==> config.mk <==
export PLATFORM = sky130hd
export DESIGN_NAME = pipeline_control
export DESIGN_NICKNAME = d
export VERILOG_FILES = /design/src/pipeline_pkg.sv /design/src/hazard_unit.sv /design/src/forward_unit.sv /design/src/trap_sequencer.sv /design/src/pipeline_control.sv
export VERILOG_INCLUDE_DIRS = /design/src
export SDC_FILE = /design/constraint.sdc
export NUM_CORES = 1
export LEC_CHECK = 0
export BUFFER_PORTS_ARGS = -buffer_cell sky130_fd_sc_hd__clkbuf_2
export CORE_AREA = 2 2 166 168
export CTS_CLUSTER_DIAMETER = 80
export DETAILED_ROUTE_END_ITERATION = 8
export DIE_AREA = 0 0 168 170
export HOLD_SLACK_MARGIN = 0.05
export PLACE_DENSITY = 0.35
export RECOVER_POWER = 100
export SETUP_SLACK_MARGIN = 0.15
export SLEW_MARGIN = 20
export SYNTH_ARGS = -nofsm -noshare
export SYNTH_HDL_FRONTEND = slang
export SYNTH_SLANG_ARGS = --single-unit
==> constraint.sdc <==
create_clock -name clk -period 4.15 [get_ports clk]
set_input_delay 0.83 -clock clk [delete_from_list [all_inputs] [get_ports clk]]
set_output_delay 0.83 -clock clk [all_outputs]
set_load 0.03 [all_outputs]
==> src/pipeline_cfg.svh <==
`ifndef PIPELINE_CFG_SVH
`define PIPELINE_CFG_SVH

// RV32I data word
`define PIPE_XLEN 32

// x0..x31
`define PIPE_REG_AW 5

// csr address space
`define PIPE_CSR_AW 12

`endif

==> src/pipeline_pkg.sv <==
package pipeline_pkg;

    // RV32I major opcodes from instruction bits [6:0]
    typedef enum logic [6:0] {
        OP_LOAD     = 7'b0000011,
        OP_MISC_MEM = 7'b0001111,
        OP_OP_IMM   = 7'b0010011,
        OP_AUIPC    = 7'b0010111,
        OP_STORE    = 7'b0100011,
        OP_OP       = 7'b0110011,
        OP_LUI      = 7'b0110111,
        OP_BRANCH   = 7'b1100011,
        OP_JALR     = 7'b1100111,
        OP_JAL      = 7'b1101111,
        OP_SYSTEM   = 7'b1110011
    } opcode_e;

    // reason handed to the trap handler
    typedef enum logic [2:0] {
        TRAP_NONE         = 3'd0,
        TRAP_ID_EXCEPTION = 3'd1, // decode stage exception puts the pipeline in standby
        TRAP_ECALL        = 3'd2,
        TRAP_MISALIGNED   = 3'd3,
        TRAP_INTERRUPT    = 3'd4
    } trap_cause_e;

    // trap handshake states
    typedef enum logic [1:0] {
        TS_IDLE    = 2'b00,
        TS_REQ     = 2'b01, // req high until ack
        TS_RELEASE = 2'b10, // req low until ack drops
        TS_FLUSH   = 2'b11  // single cycle flush of all stages
    } trap_state_e;

endpackage

==> src/hazard_unit.sv <==
`include "pipeline_cfg.svh"

module hazard_unit (
    input  logic                        trap_done,
    input  logic                        csr_ready,
    input  logic                        standby_mode,
    input  logic                        pth_done_flush,

    input  logic [`PIPE_REG_AW-1:0]     id_rs1,
    input  logic [`PIPE_REG_AW-1:0]     id_rs2,

    input  logic [`PIPE_REG_AW-1:0]     ex_rd,
    input  logic [`PIPE_REG_AW-1:0]     ex_rs1,
    input  logic [`PIPE_REG_AW-1:0]     ex_rs2,
    input  pipeline_pkg::opcode_e       ex_opcode,
    input  logic [`PIPE_CSR_AW-1:0]     ex_csr_addr,
    input  logic                        ex_jump,
    input  logic                        branch_miss,

    input  logic [`PIPE_REG_AW-1:0]     mem_rd,
    input  logic                        mem_reg_we,
    input  logic                        mem_csr_we,
    input  logic [`PIPE_CSR_AW-1:0]     mem_csr_addr,

    input  logic [`PIPE_REG_AW-1:0]     wb_rd,
    input  logic                        wb_reg_we,
    input  logic                        wb_csr_we,
    input  logic [`PIPE_CSR_AW-1:0]     wb_csr_addr,

    output logic [1:0]                  hazard_mem, // bit 0 rs1, bit 1 rs2
    output logic [1:0]                  hazard_wb,
    output logic                        csr_hazard_mem,
    output logic                        csr_hazard_wb,

    output logic                        if_id_flush,
    output logic                        id_ex_flush,
    output logic                        ex_mem_flush,
    output logic                        mem_wb_flush,

    output logic                        if_id_stall,
    output logic                        id_ex_stall,
    output logic                        ex_mem_stall,
    output logic                        mem_wb_stall
);

    logic load_use;
    logic mem_wr_valid;
    logic wb_wr_valid;
    logic [1:0] mem_match;
    logic [1:0] wb_match;

    // load in EX feeding the instruction in ID
    assign load_use = (ex_opcode == pipeline_pkg::OP_LOAD) && (ex_rd != '0) &&
                      ((ex_rd == id_rs1) || (ex_rd == id_rs2));

    assign mem_wr_valid = mem_reg_we && (mem_rd != '0); // x0 never forwards
    assign wb_wr_valid  = wb_reg_we && (wb_rd != '0);

    assign mem_match = {mem_wr_valid && (mem_rd == ex_rs2), mem_wr_valid && (mem_rd == ex_rs1)};
    assign wb_match  = {wb_wr_valid && (wb_rd == ex_rs2), wb_wr_valid && (wb_rd == ex_rs1)};

    // MEM is younger, so it wins
    assign hazard_mem = mem_match;
    assign hazard_wb  = wb_match & ~mem_match;

    assign csr_hazard_mem = mem_csr_we && (mem_csr_addr == ex_csr_addr);
    assign csr_hazard_wb  = wb_csr_we && (wb_csr_addr == ex_csr_addr);

    always_comb begin
        if_id_flush  = 1'b0;
        id_ex_flush  = 1'b0;
        ex_mem_flush = 1'b0;
        mem_wb_flush = 1'b0;
        if_id_stall  = 1'b0;
        id_ex_stall  = 1'b0;
        ex_mem_stall = 1'b0;
        mem_wb_stall = 1'b0;

        if (load_use) begin
            {if_id_stall, id_ex_stall, ex_mem_stall, mem_wb_stall} = 4'b1111;
            id_ex_flush = 1'b1; // bubble into EX
        end

        // redirect only counts when no trap owns the pipe
        if (trap_done && (ex_jump || branch_miss)) begin
            if_id_flush = 1'b1;
            id_ex_flush = 1'b1;
        end

        if (pth_done_flush) begin
            {if_id_flush, id_ex_flush, ex_mem_flush, mem_wb_flush} = 4'b1111;
        end

        // standby lets the back end drain
        if (standby_mode) begin
            {if_id_stall, id_ex_stall, ex_mem_stall, mem_wb_stall} = 4'b1100;
        end else if (!trap_done || !csr_ready) begin
            {if_id_stall, id_ex_stall, ex_mem_stall, mem_wb_stall} = 4'b1111;
        end
    end

endmodule

==> src/forward_unit.sv <==
`include "pipeline_cfg.svh"

module forward_unit (
    input  logic [1:0]              hazard_mem, // bit 0 rs1, bit 1 rs2
    input  logic [1:0]              hazard_wb,
    input  logic                    csr_hazard_mem,
    input  logic                    csr_hazard_wb,

    input  logic [`PIPE_XLEN-1:0]   rf_rs1_data,
    input  logic [`PIPE_XLEN-1:0]   rf_rs2_data,
    input  logic [`PIPE_XLEN-1:0]   csr_read_data,

    input  logic [`PIPE_XLEN-1:0]   mem_alu_result,
    input  logic [`PIPE_XLEN-1:0]   wb_write_data,
    input  logic [`PIPE_XLEN-1:0]   mem_csr_wdata,
    input  logic [`PIPE_XLEN-1:0]   wb_csr_wdata,

    output logic [`PIPE_XLEN-1:0]   ex_op1,
    output logic [`PIPE_XLEN-1:0]   ex_op2,
    output logic [`PIPE_XLEN-1:0]   ex_csr_op
);

    // MEM first, then WB, then the stored value
    function automatic logic [`PIPE_XLEN-1:0] pick(
        input logic                  sel_mem,
        input logic                  sel_wb,
        input logic [`PIPE_XLEN-1:0] mem_val,
        input logic [`PIPE_XLEN-1:0] wb_val,
        input logic [`PIPE_XLEN-1:0] file_val
    );
        logic [`PIPE_XLEN-1:0] result;
        if (sel_mem) begin
            result = mem_val;
        end else if (sel_wb) begin
            result = wb_val;
        end else begin
            result = file_val;
        end
        return result;
    endfunction

    always_comb begin
        ex_op1 = pick(hazard_mem[0], hazard_wb[0],
                      mem_alu_result, wb_write_data, rf_rs1_data);
        ex_op2 = pick(hazard_mem[1], hazard_wb[1],
                      mem_alu_result, wb_write_data, rf_rs2_data);

        // csr path uses the pending csr write data
        ex_csr_op = pick(csr_hazard_mem, csr_hazard_wb,
                         mem_csr_wdata, wb_csr_wdata, csr_read_data);
    end

endmodule

==> src/trap_sequencer.sv <==
module trap_sequencer (
    input  logic                        clk,
    input  logic                        reset,

    input  logic                        trap_valid,
    input  pipeline_pkg::trap_cause_e   trap_cause,
    input  logic                        trap_ack,

    output logic                        trap_req,
    output pipeline_pkg::trap_cause_e   trap_cause_out,
    output logic                        trap_done,
    output logic                        standby_mode,
    output logic                        pth_done_flush
);

    pipeline_pkg::trap_state_e state;
    pipeline_pkg::trap_state_e state_next;
    pipeline_pkg::trap_cause_e cause_q;

    always_comb begin
        state_next = state;
        case (state)
            pipeline_pkg::TS_IDLE: begin
                if (trap_valid) begin
                    state_next = pipeline_pkg::TS_REQ;
                end
            end
            pipeline_pkg::TS_REQ: begin
                if (trap_ack) begin
                    state_next = pipeline_pkg::TS_RELEASE; // drop req
                end
            end
            pipeline_pkg::TS_RELEASE: begin
                if (!trap_ack) begin
                    state_next = pipeline_pkg::TS_FLUSH; // handler done
                end
            end
            pipeline_pkg::TS_FLUSH: begin
                state_next = pipeline_pkg::TS_IDLE;
            end
            default: begin
                state_next = pipeline_pkg::TS_IDLE;
            end
        endcase
    end

    always_ff @(posedge clk or posedge reset) begin
        if (reset) begin
            state <= pipeline_pkg::TS_IDLE;
        end else begin
            state <= state_next;
        end
    end

    // cause is captured on acceptance and held for the whole handshake
    always_ff @(posedge clk or posedge reset) begin
        if (reset) begin
            cause_q <= pipeline_pkg::TRAP_NONE;
        end else if (state == pipeline_pkg::TS_IDLE && trap_valid) begin
            cause_q <= trap_cause;
        end
    end

    assign trap_req       = (state == pipeline_pkg::TS_REQ);
    assign trap_cause_out = cause_q;
    assign trap_done      = (state == pipeline_pkg::TS_IDLE);
    assign pth_done_flush = (state == pipeline_pkg::TS_FLUSH);

    // decode exception keeps the back end running
    assign standby_mode = (state != pipeline_pkg::TS_IDLE) &&
                          (cause_q == pipeline_pkg::TRAP_ID_EXCEPTION);

endmodule

==> src/pipeline_control.sv <==
`include "pipeline_cfg.svh"

module pipeline_control (
    input  logic                        clk,
    input  logic                        reset,

    input  logic                        csr_ready,
    input  logic [`PIPE_REG_AW-1:0]     id_rs1,
    input  logic [`PIPE_REG_AW-1:0]     id_rs2,

    input  logic [`PIPE_REG_AW-1:0]     ex_rd,
    input  logic [`PIPE_REG_AW-1:0]     ex_rs1,
    input  logic [`PIPE_REG_AW-1:0]     ex_rs2,
    input  pipeline_pkg::opcode_e       ex_opcode,
    input  logic [`PIPE_CSR_AW-1:0]     ex_csr_addr,
    input  logic                        ex_jump,
    input  logic                        branch_miss,

    input  logic [`PIPE_REG_AW-1:0]     mem_rd,
    input  logic                        mem_reg_we,
    input  logic                        mem_csr_we,
    input  logic [`PIPE_CSR_AW-1:0]     mem_csr_addr,

    input  logic [`PIPE_REG_AW-1:0]     wb_rd,
    input  logic                        wb_reg_we,
    input  logic                        wb_csr_we,
    input  logic [`PIPE_CSR_AW-1:0]     wb_csr_addr,

    input  logic [`PIPE_XLEN-1:0]       rf_rs1_data,
    input  logic [`PIPE_XLEN-1:0]       rf_rs2_data,
    input  logic [`PIPE_XLEN-1:0]       csr_read_data,
    input  logic [`PIPE_XLEN-1:0]       mem_alu_result,
    input  logic [`PIPE_XLEN-1:0]       wb_write_data,
    input  logic [`PIPE_XLEN-1:0]       mem_csr_wdata,
    input  logic [`PIPE_XLEN-1:0]       wb_csr_wdata,

    input  logic                        trap_valid,
    input  pipeline_pkg::trap_cause_e   trap_cause,
    input  logic                        trap_ack,

    output logic [`PIPE_XLEN-1:0]       ex_op1,
    output logic [`PIPE_XLEN-1:0]       ex_op2,
    output logic [`PIPE_XLEN-1:0]       ex_csr_op,

    output logic [1:0]                  hazard_mem,
    output logic [1:0]                  hazard_wb,
    output logic                        csr_hazard_mem,
    output logic                        csr_hazard_wb,

    output logic                        if_id_flush,
    output logic                        id_ex_flush,
    output logic                        ex_mem_flush,
    output logic                        mem_wb_flush,
    output logic                        if_id_stall,
    output logic                        id_ex_stall,
    output logic                        ex_mem_stall,
    output logic                        mem_wb_stall,

    output logic                        trap_req,
    output pipeline_pkg::trap_cause_e   trap_cause_out,
    output logic                        trap_done,
    output logic                        standby_mode,
    output logic                        pth_done_flush
);

    hazard_unit u_hazard (
        .trap_done      (trap_done),
        .csr_ready      (csr_ready),
        .standby_mode   (standby_mode),
        .pth_done_flush (pth_done_flush),
        .id_rs1         (id_rs1),
        .id_rs2         (id_rs2),
        .ex_rd          (ex_rd),
        .ex_rs1         (ex_rs1),
        .ex_rs2         (ex_rs2),
        .ex_opcode      (ex_opcode),
        .ex_csr_addr    (ex_csr_addr),
        .ex_jump        (ex_jump),
        .branch_miss    (branch_miss),
        .mem_rd         (mem_rd),
        .mem_reg_we     (mem_reg_we),
        .mem_csr_we     (mem_csr_we),
        .mem_csr_addr   (mem_csr_addr),
        .wb_rd          (wb_rd),
        .wb_reg_we      (wb_reg_we),
        .wb_csr_we      (wb_csr_we),
        .wb_csr_addr    (wb_csr_addr),
        .hazard_mem     (hazard_mem),
        .hazard_wb      (hazard_wb),
        .csr_hazard_mem (csr_hazard_mem),
        .csr_hazard_wb  (csr_hazard_wb),
        .if_id_flush    (if_id_flush),
        .id_ex_flush    (id_ex_flush),
        .ex_mem_flush   (ex_mem_flush),
        .mem_wb_flush   (mem_wb_flush),
        .if_id_stall    (if_id_stall),
        .id_ex_stall    (id_ex_stall),
        .ex_mem_stall   (ex_mem_stall),
        .mem_wb_stall   (mem_wb_stall)
    );

    // selects come straight from the hazard unit
    forward_unit u_forward (
        .hazard_mem     (hazard_mem),
        .hazard_wb      (hazard_wb),
        .csr_hazard_mem (csr_hazard_mem),
        .csr_hazard_wb  (csr_hazard_wb),
        .rf_rs1_data    (rf_rs1_data),
        .rf_rs2_data    (rf_rs2_data),
        .csr_read_data  (csr_read_data),
        .mem_alu_result (mem_alu_result),
        .wb_write_data  (wb_write_data),
        .mem_csr_wdata  (mem_csr_wdata),
        .wb_csr_wdata   (wb_csr_wdata),
        .ex_op1         (ex_op1),
        .ex_op2         (ex_op2),
        .ex_csr_op      (ex_csr_op)
    );

    trap_sequencer u_trap (
        .clk            (clk),
        .reset          (reset),
        .trap_valid     (trap_valid),
        .trap_cause     (trap_cause),
        .trap_ack       (trap_ack),
        .trap_req       (trap_req),
        .trap_cause_out (trap_cause_out),
        .trap_done      (trap_done),
        .standby_mode   (standby_mode),
        .pth_done_flush (pth_done_flush)
    );

endmodule

# Word-level counts from Yosys, hierarchy flattened
# Index checks and enable logic that the tools add are counted.
# totals
out_inout_bits	117
in_bits	316
word_cells	63
register_bits	5
# classes
reduce_logical	24
muxes	19
bitwise_logic	2
n_eq_ne	16
# ops
op	n
two-way mux 32 bit	6
equality test 5 bit	6
equality test 12 bit	2
nonzero test 5 bit	3
logical AND 1 bit	13
two-way mux 1 bit	9
case mux 2 bit (4 select lines)	1
equality test 7 x 2 -> 1 bit (second input constant)	1
two-way mux 2 bit	3
inequality test 2 bit (second input constant)	3
equality test 2 bit (second input constant)	2
equality test 3 x 1 -> 1 bit (second input constant)	1
logical OR 1 bit	3
AND reduction 3 bit	1
AND 2 bit	1
equality test 2 x 1 -> 1 bit (second input constant)	1
logical NOT 1 bit	2
logical NOT 2 bit	1
inverter 2 bit	1
nonzero test 2 bit	1

# Logic depth before layout (Yosys ltp)
# depth
word_depth	7
ltp_mapped	7
mapped_depth_nobuf	6

# Cells and area by module
# Synthesis repeated with hierarchy kept, for this count alone.
# unflattened
hier_cells	443
hier_area_um2	3174.3
# by_module_without_submodules
module	cells_each	area_each_um2	seq_area_each_um2	instances
forward_unit	321	2128.3	0.0	1
hazard_unit	98	748.2	0.0	1
trap_sequencer	24	297.8	125.1	1

# Least setup slack after synthesis
# Ideal clock, no wire load.
# synth_path
path_kind	register to output
start	register u_trap.state[0]
end	output mem_wb_stall
required_ps	3320
arrival_time_ps	2731
stages_incl_launch_ff	6
path_slack_ps	589
path_buffers	1
path_cell_list	dfrtp_1 inv_1 ha_1 nor4b_1 a31oi_1 buf_4
# synth_between
elab_chain_len	5
elab_cells_between_ends	7
classes_between	2 x mux; 5 x reduce/logical
# synth_rtl
item	line	text
start: declaration	trap_sequencer.sv:16	pipeline_pkg::trap_state_e state;
start signal: assignment	trap_sequencer.sv:49	state <= pipeline_pkg::TS_IDLE;
start signal: assignment	trap_sequencer.sv:51	state <= state_next;
logical NOT 2 bit	trap_sequencer.sv:66	assign trap_done = (state == pipeline_pkg::TS_IDLE);
named net trap_done	pipeline_control.sv:61	output logic trap_done,
logical NOT 1 bit	hazard_unit.sv:97	end else if (!trap_done || !csr_ready) begin
logical OR 1 bit	hazard_unit.sv:97	
two-way mux 1 bit (2 in series)	-	
end: declaration	pipeline_control.sv:57	output logic mem_wb_stall,
# The timed path passes the listed nets, and every way through them passes these cells.

# Worst setup path in the final report
# layout_path
start	input wb_rd[2]
end	output ex_op2[20]
# layout_between
elab_chain_len	6
elab_cells_between_ends	7
classes_between	1 x eq/ne; 2 x mux; 1 x bitwise; 3 x reduce/logical
# layout_rtl
item	line	text
start: declaration	pipeline_control.sv:24	input logic [`PIPE_REG_AW-1:0] wb_rd,
nonzero test 5 bit	hazard_unit.sv:57	assign wb_wr_valid = wb_reg_we && (wb_rd != '0);
logical AND 1 bit	hazard_unit.sv:57	
logical AND 1 bit (*)	hazard_unit.sv:60	assign wb_match = {wb_wr_valid && (wb_rd == ex_rs2), wb_wr_valid && (wb_rd == ex_rs1)};
AND 2 bit (*)	hazard_unit.sv:64	assign hazard_wb = wb_match & ~mem_match;
two-way mux 32 bit (*)	forward_unit.sv:34	end else if (sel_wb) begin
two-way mux 32 bit (*)	forward_unit.sv:32	if (sel_mem) begin
end: declaration	pipeline_control.sv:42	output logic [`PIPE_XLEN-1:0] ex_op2,
# Mark *: on every way between the ends. The rest lies on a longest branch, timed or not.

==> impl_metrics.py <==
metrics = {
    "status": {
        "status": "complete, no violations",
    },
    "sta": {
        "post-route-period-util": 0.927,
        "relSlewSlack": 0.534,
        "max_freq_ghz": 0.260,
        "period_minus_slack_ns": 3.85,
        "finalSetupTns_ns": 0,
        "tightestPinTransition_ns": 0.697,
        "final_hold_viol_count": 0,
        "grt_setup_unrepaired": "no",
        "skew_ns": 0.000409,
        "drv_slew": 0,
        "finalSetupViolations": 0,
    },
    "clock_network": {
        "clk_pin_slew_ns": 0.03,
        "clk_latency_ns": 0.22,
        "clock_sinks": 5,
        "numCtsBuffers": 3,
        "cts_resized": 0,
        "clockBufferDepth": 2,
        "cts_hold_buf": 0,
        "htree_levels": 1,
        "cts_root_buf": "clkbuf_16",
        "cts_tree": "done",
        "postCtsSetupBuffers": 0,
    },
    "floorplan": {
        "die_h_um": 170,
        "die_w_um": 168,
        "dieArea_mm2": 0.0286,
        "io_pins": 433,
        "row_count": 60,
        "core_area_mm2": 0.0267,
        "initial_core_util": 0.120,
    },
    "drt": {
        "vias": 4796,
        "route.detailed.drc": 0,
        "via_per_inst": 4.00,
        "routed_wl_um": 22500,
        "first_pass_iters": 4,
        "ant_nets": 0,
        "drt_iter0_drc": 149,
        "wl_per_cell_um": 18.8,
    },
    "grt": {
        "grt_max_degree": 58,
        "track_usage": 0.147,
        "met2_usage": 0.305,
        "grt_pass1_wl_um": 31100,
        "grtUsageMet1": 0.131,
        "antenna_found_initial": 8,
        "overflow": 0,
        "top_usage_layer": "met2",
        "grt.met3_usage": 0.0544,
        "grt_pass1_vias": 4923,
    },
    "pwr": {
        "p_leak_nw": 3.05,
        "p_int_mw": 0.508,
        "switching_share": 0.551,
        "power_density_mw_per_mm2": 202,
        "power_frac_seq": 0.087,
        "clkPwrFrac": 0.139,
        "max-vdd-ir-drop_uv": 152,
        "switching_power_mw": 0.623,
        "p_comb_frac": 0.774,
    },
    "layout": {
        "final_area_mm2": 0.00559,
        "drive_above_1_share": 0.438,
        "layout.area.seq_um2": 125,
        "multi_input_area_mm2": 0.00275,
        "areaGrowthSynthToFinish_pct": 74.7,
        "finalNetCount": 1173,
        "fillers": 3188,
    },
    "critical_path": {
        "cp-start-kind": "primary input",
        "max_stage_delay_ns": 0.59,
        "critPathMaxFanout": 16,
        "cp_cell_sequence": "clkbuf_2, xor2_1, nor3_1, nand4_2, buf_12, mux2i_1, a21oi_1, clkbuf_1",
        "cp.arrival_ns": 3.02,
        "worstSetupPathType": "in2out",
        "cp.required_ns": 3.32,
        "crit_family": "buffers and inverters",
        "end_kind": "primary output",
        "cp_num_buf_inv": 3,
        "cp_slowest_cell": "nand4_2",
    },
    "placed_design": {
        "io_buffers": 432,
        "place_area_mm2": 0.00563,
        "dp_hpwl_um": 20500,
        "gp_congestion": 0.835,
    },
    "synthesis": {
        "syn_area_mm2": 0.00320,
        "ys_seq_area_frac": 0.0391,
        "synth_top_cell_area_share": 0.300,
        "avgSynthCellArea_um2": 7.27,
        "async_flop_share": 1.00,
        "yosysUniqueCellTypes": 33,
        "synth_common_cells": "99 x nor2_1, 96 x mux2i_1, 74 x a21oi_1",
        "ys.flop_type": "dfrtp_1",
        "synth_area_leader_cell": "mux2i_1",
        "synth_cells": 440,
        "yosys-top-cells-area": "mux2i_1 30%, nor2_1 12%, a21oi_1 12%, xnor2_1 11%, a21oi_2 6.0%",
        "yosysMostFrequentCell": "nor2_1",
        "synth_edf_count": 0,
        "synth_nets": 760,
        "yosys_warnings": 0,
        "ys_ff_latch": 5,
    },
    "worst_hold_path": {
        "min_path_type": "in2async",
    },
    "job": {
        "drv_cap": 0,
    },
}
-- per-stage QoR --
step | power, mW | setup slack (ns) | utilization | hold slack (ns) | instances
finish | 1.13 | 0.304 | 0.210 | 0.499 | 1200
global route | 1.20 | 0.157 | 0.210 | 0.517 | 1199
CTS | 1.18 | 0.394 | 0.214 | 0.502 | 1193
detailed placement | 1.01 | 0.395 | 0.211 | 0.529 | 1189
global placement | 1.02 | 0.403 | 0.211 | 0.527 | 1189
floorplan | 0.656 | 0.589 | - | 0.528 | 440
-- area by class of cell --
class / count / share of cell area
repair buffers: 442 / 0.388
inverters: 7 / 0.00470
flip-flops and latches: 5 / 0.0224
well taps: 341 / 0.0763
clock buffers: 4 / 0.0141
diodes: 7 / 0.00313
multi-input cells: 394 / 0.492
-- worst paths after layout --
check	from	end	cells after the start	slack [ns]
worst max-delay path	wb_rd[2]	ex_op2[20]	8	0.30
worst min-delay path	reset	u_trap.trap_cause_out[0]	2	0.50
worst max register to register	u_trap.state[0]	u_trap.state[0]	4	2.62
worst min register to register	u_trap.trap_cause_out[0]	u_trap.trap_cause_out[0]	1	0.54
max in group asynchronous	reset	u_trap.state[1]	2	3.48
min in group clk	u_trap.trap_cause_out[0]	u_trap.trap_cause_out[0]	1	0.54
-- sequential cells by signal, summed over array words and instances, names as in the netlist --
name	cells
u_trap.state	2
u_trap.trap_cause_out	3
-- per-layer routing --
metal	vias to the layer above	share of wire
li1	2375	-
met1	2115	0.31
met2	284	0.56
met3	20	0.11
met4	2	0.019
met5	-	0.00058
-- placed cells by master (no fill, tap or decap) --
cell type	synthesis	final
clkbuf_2	0	329
clkbuf_1	6	105
nor2_1	99	99
mux2i_1	96	96
a21oi_1	74	74
xnor2_1	40	40
a21oi_2	22	22
xor2_1	14	14
nand3_1	8	8
diode_2	0	7
inv_1	7	7
buf_12	6	5
dfrtp_1	5	5
nand2_1	4	4
nand4_1	4	4
nor3_1	4	4
ha_1	4	4
buf_4	10	4
o21ai_0	3	3
mux2_2	3	3
or4_2	0	3
or4_1	6	3
clkbuf_16	0	3
nand2b_1	2	2
nor2b_1	1	1
a221oi_1	1	1
o32a_1	1	1
nor4_4	1	1
o21a_2	1	1
nand4_2	0	1
nand4_4	2	1
nor4b_1	1	1
nor4_1	1	1
o221ai_1	1	1
a31oi_1	1	1
-- worst reg2reg max path: stages, from the launching register on --
cell and delay (ns):
dfrtp_1 0.39, inv_1 0.09, ha_1 0.32, a221oi_1 0.43
o32a_1 0.23
-- power by group through the flow --
stage               Combinational (mW)  Clock, mW  Sequential, mW
floorplan                        0.533          0           0.123
global placement                 0.917          0          0.0996
detailed placement               0.917          0          0.0976
CTS                              0.920      0.160          0.0980
global route                     0.938      0.163           0.102
finish                           0.877      0.157          0.0979
-- kinds of logic (layout without fill, tap and decap cells) --
| logic type | count (synthesis) | after routing | synth area share |
|---|---|---|---|
| buffers and inverters | 41 | 453 | 0.101 |
| DFF | 5 | 5 | 0.0391 |
| xor gates and xnor gates | 54 | 54 | 0.148 |
| and+or+nand+nor | 133 | 133 | 0.192 |
| adders and majority gates | 4 | 4 | 0.0156 |
| muxes | 99 | 99 | 0.311 |
| AOI/OAI and AO/OA | 104 | 104 | 0.194 |
| other | 0 | 7 | 0 |
(Power assumes the default switching activity.)
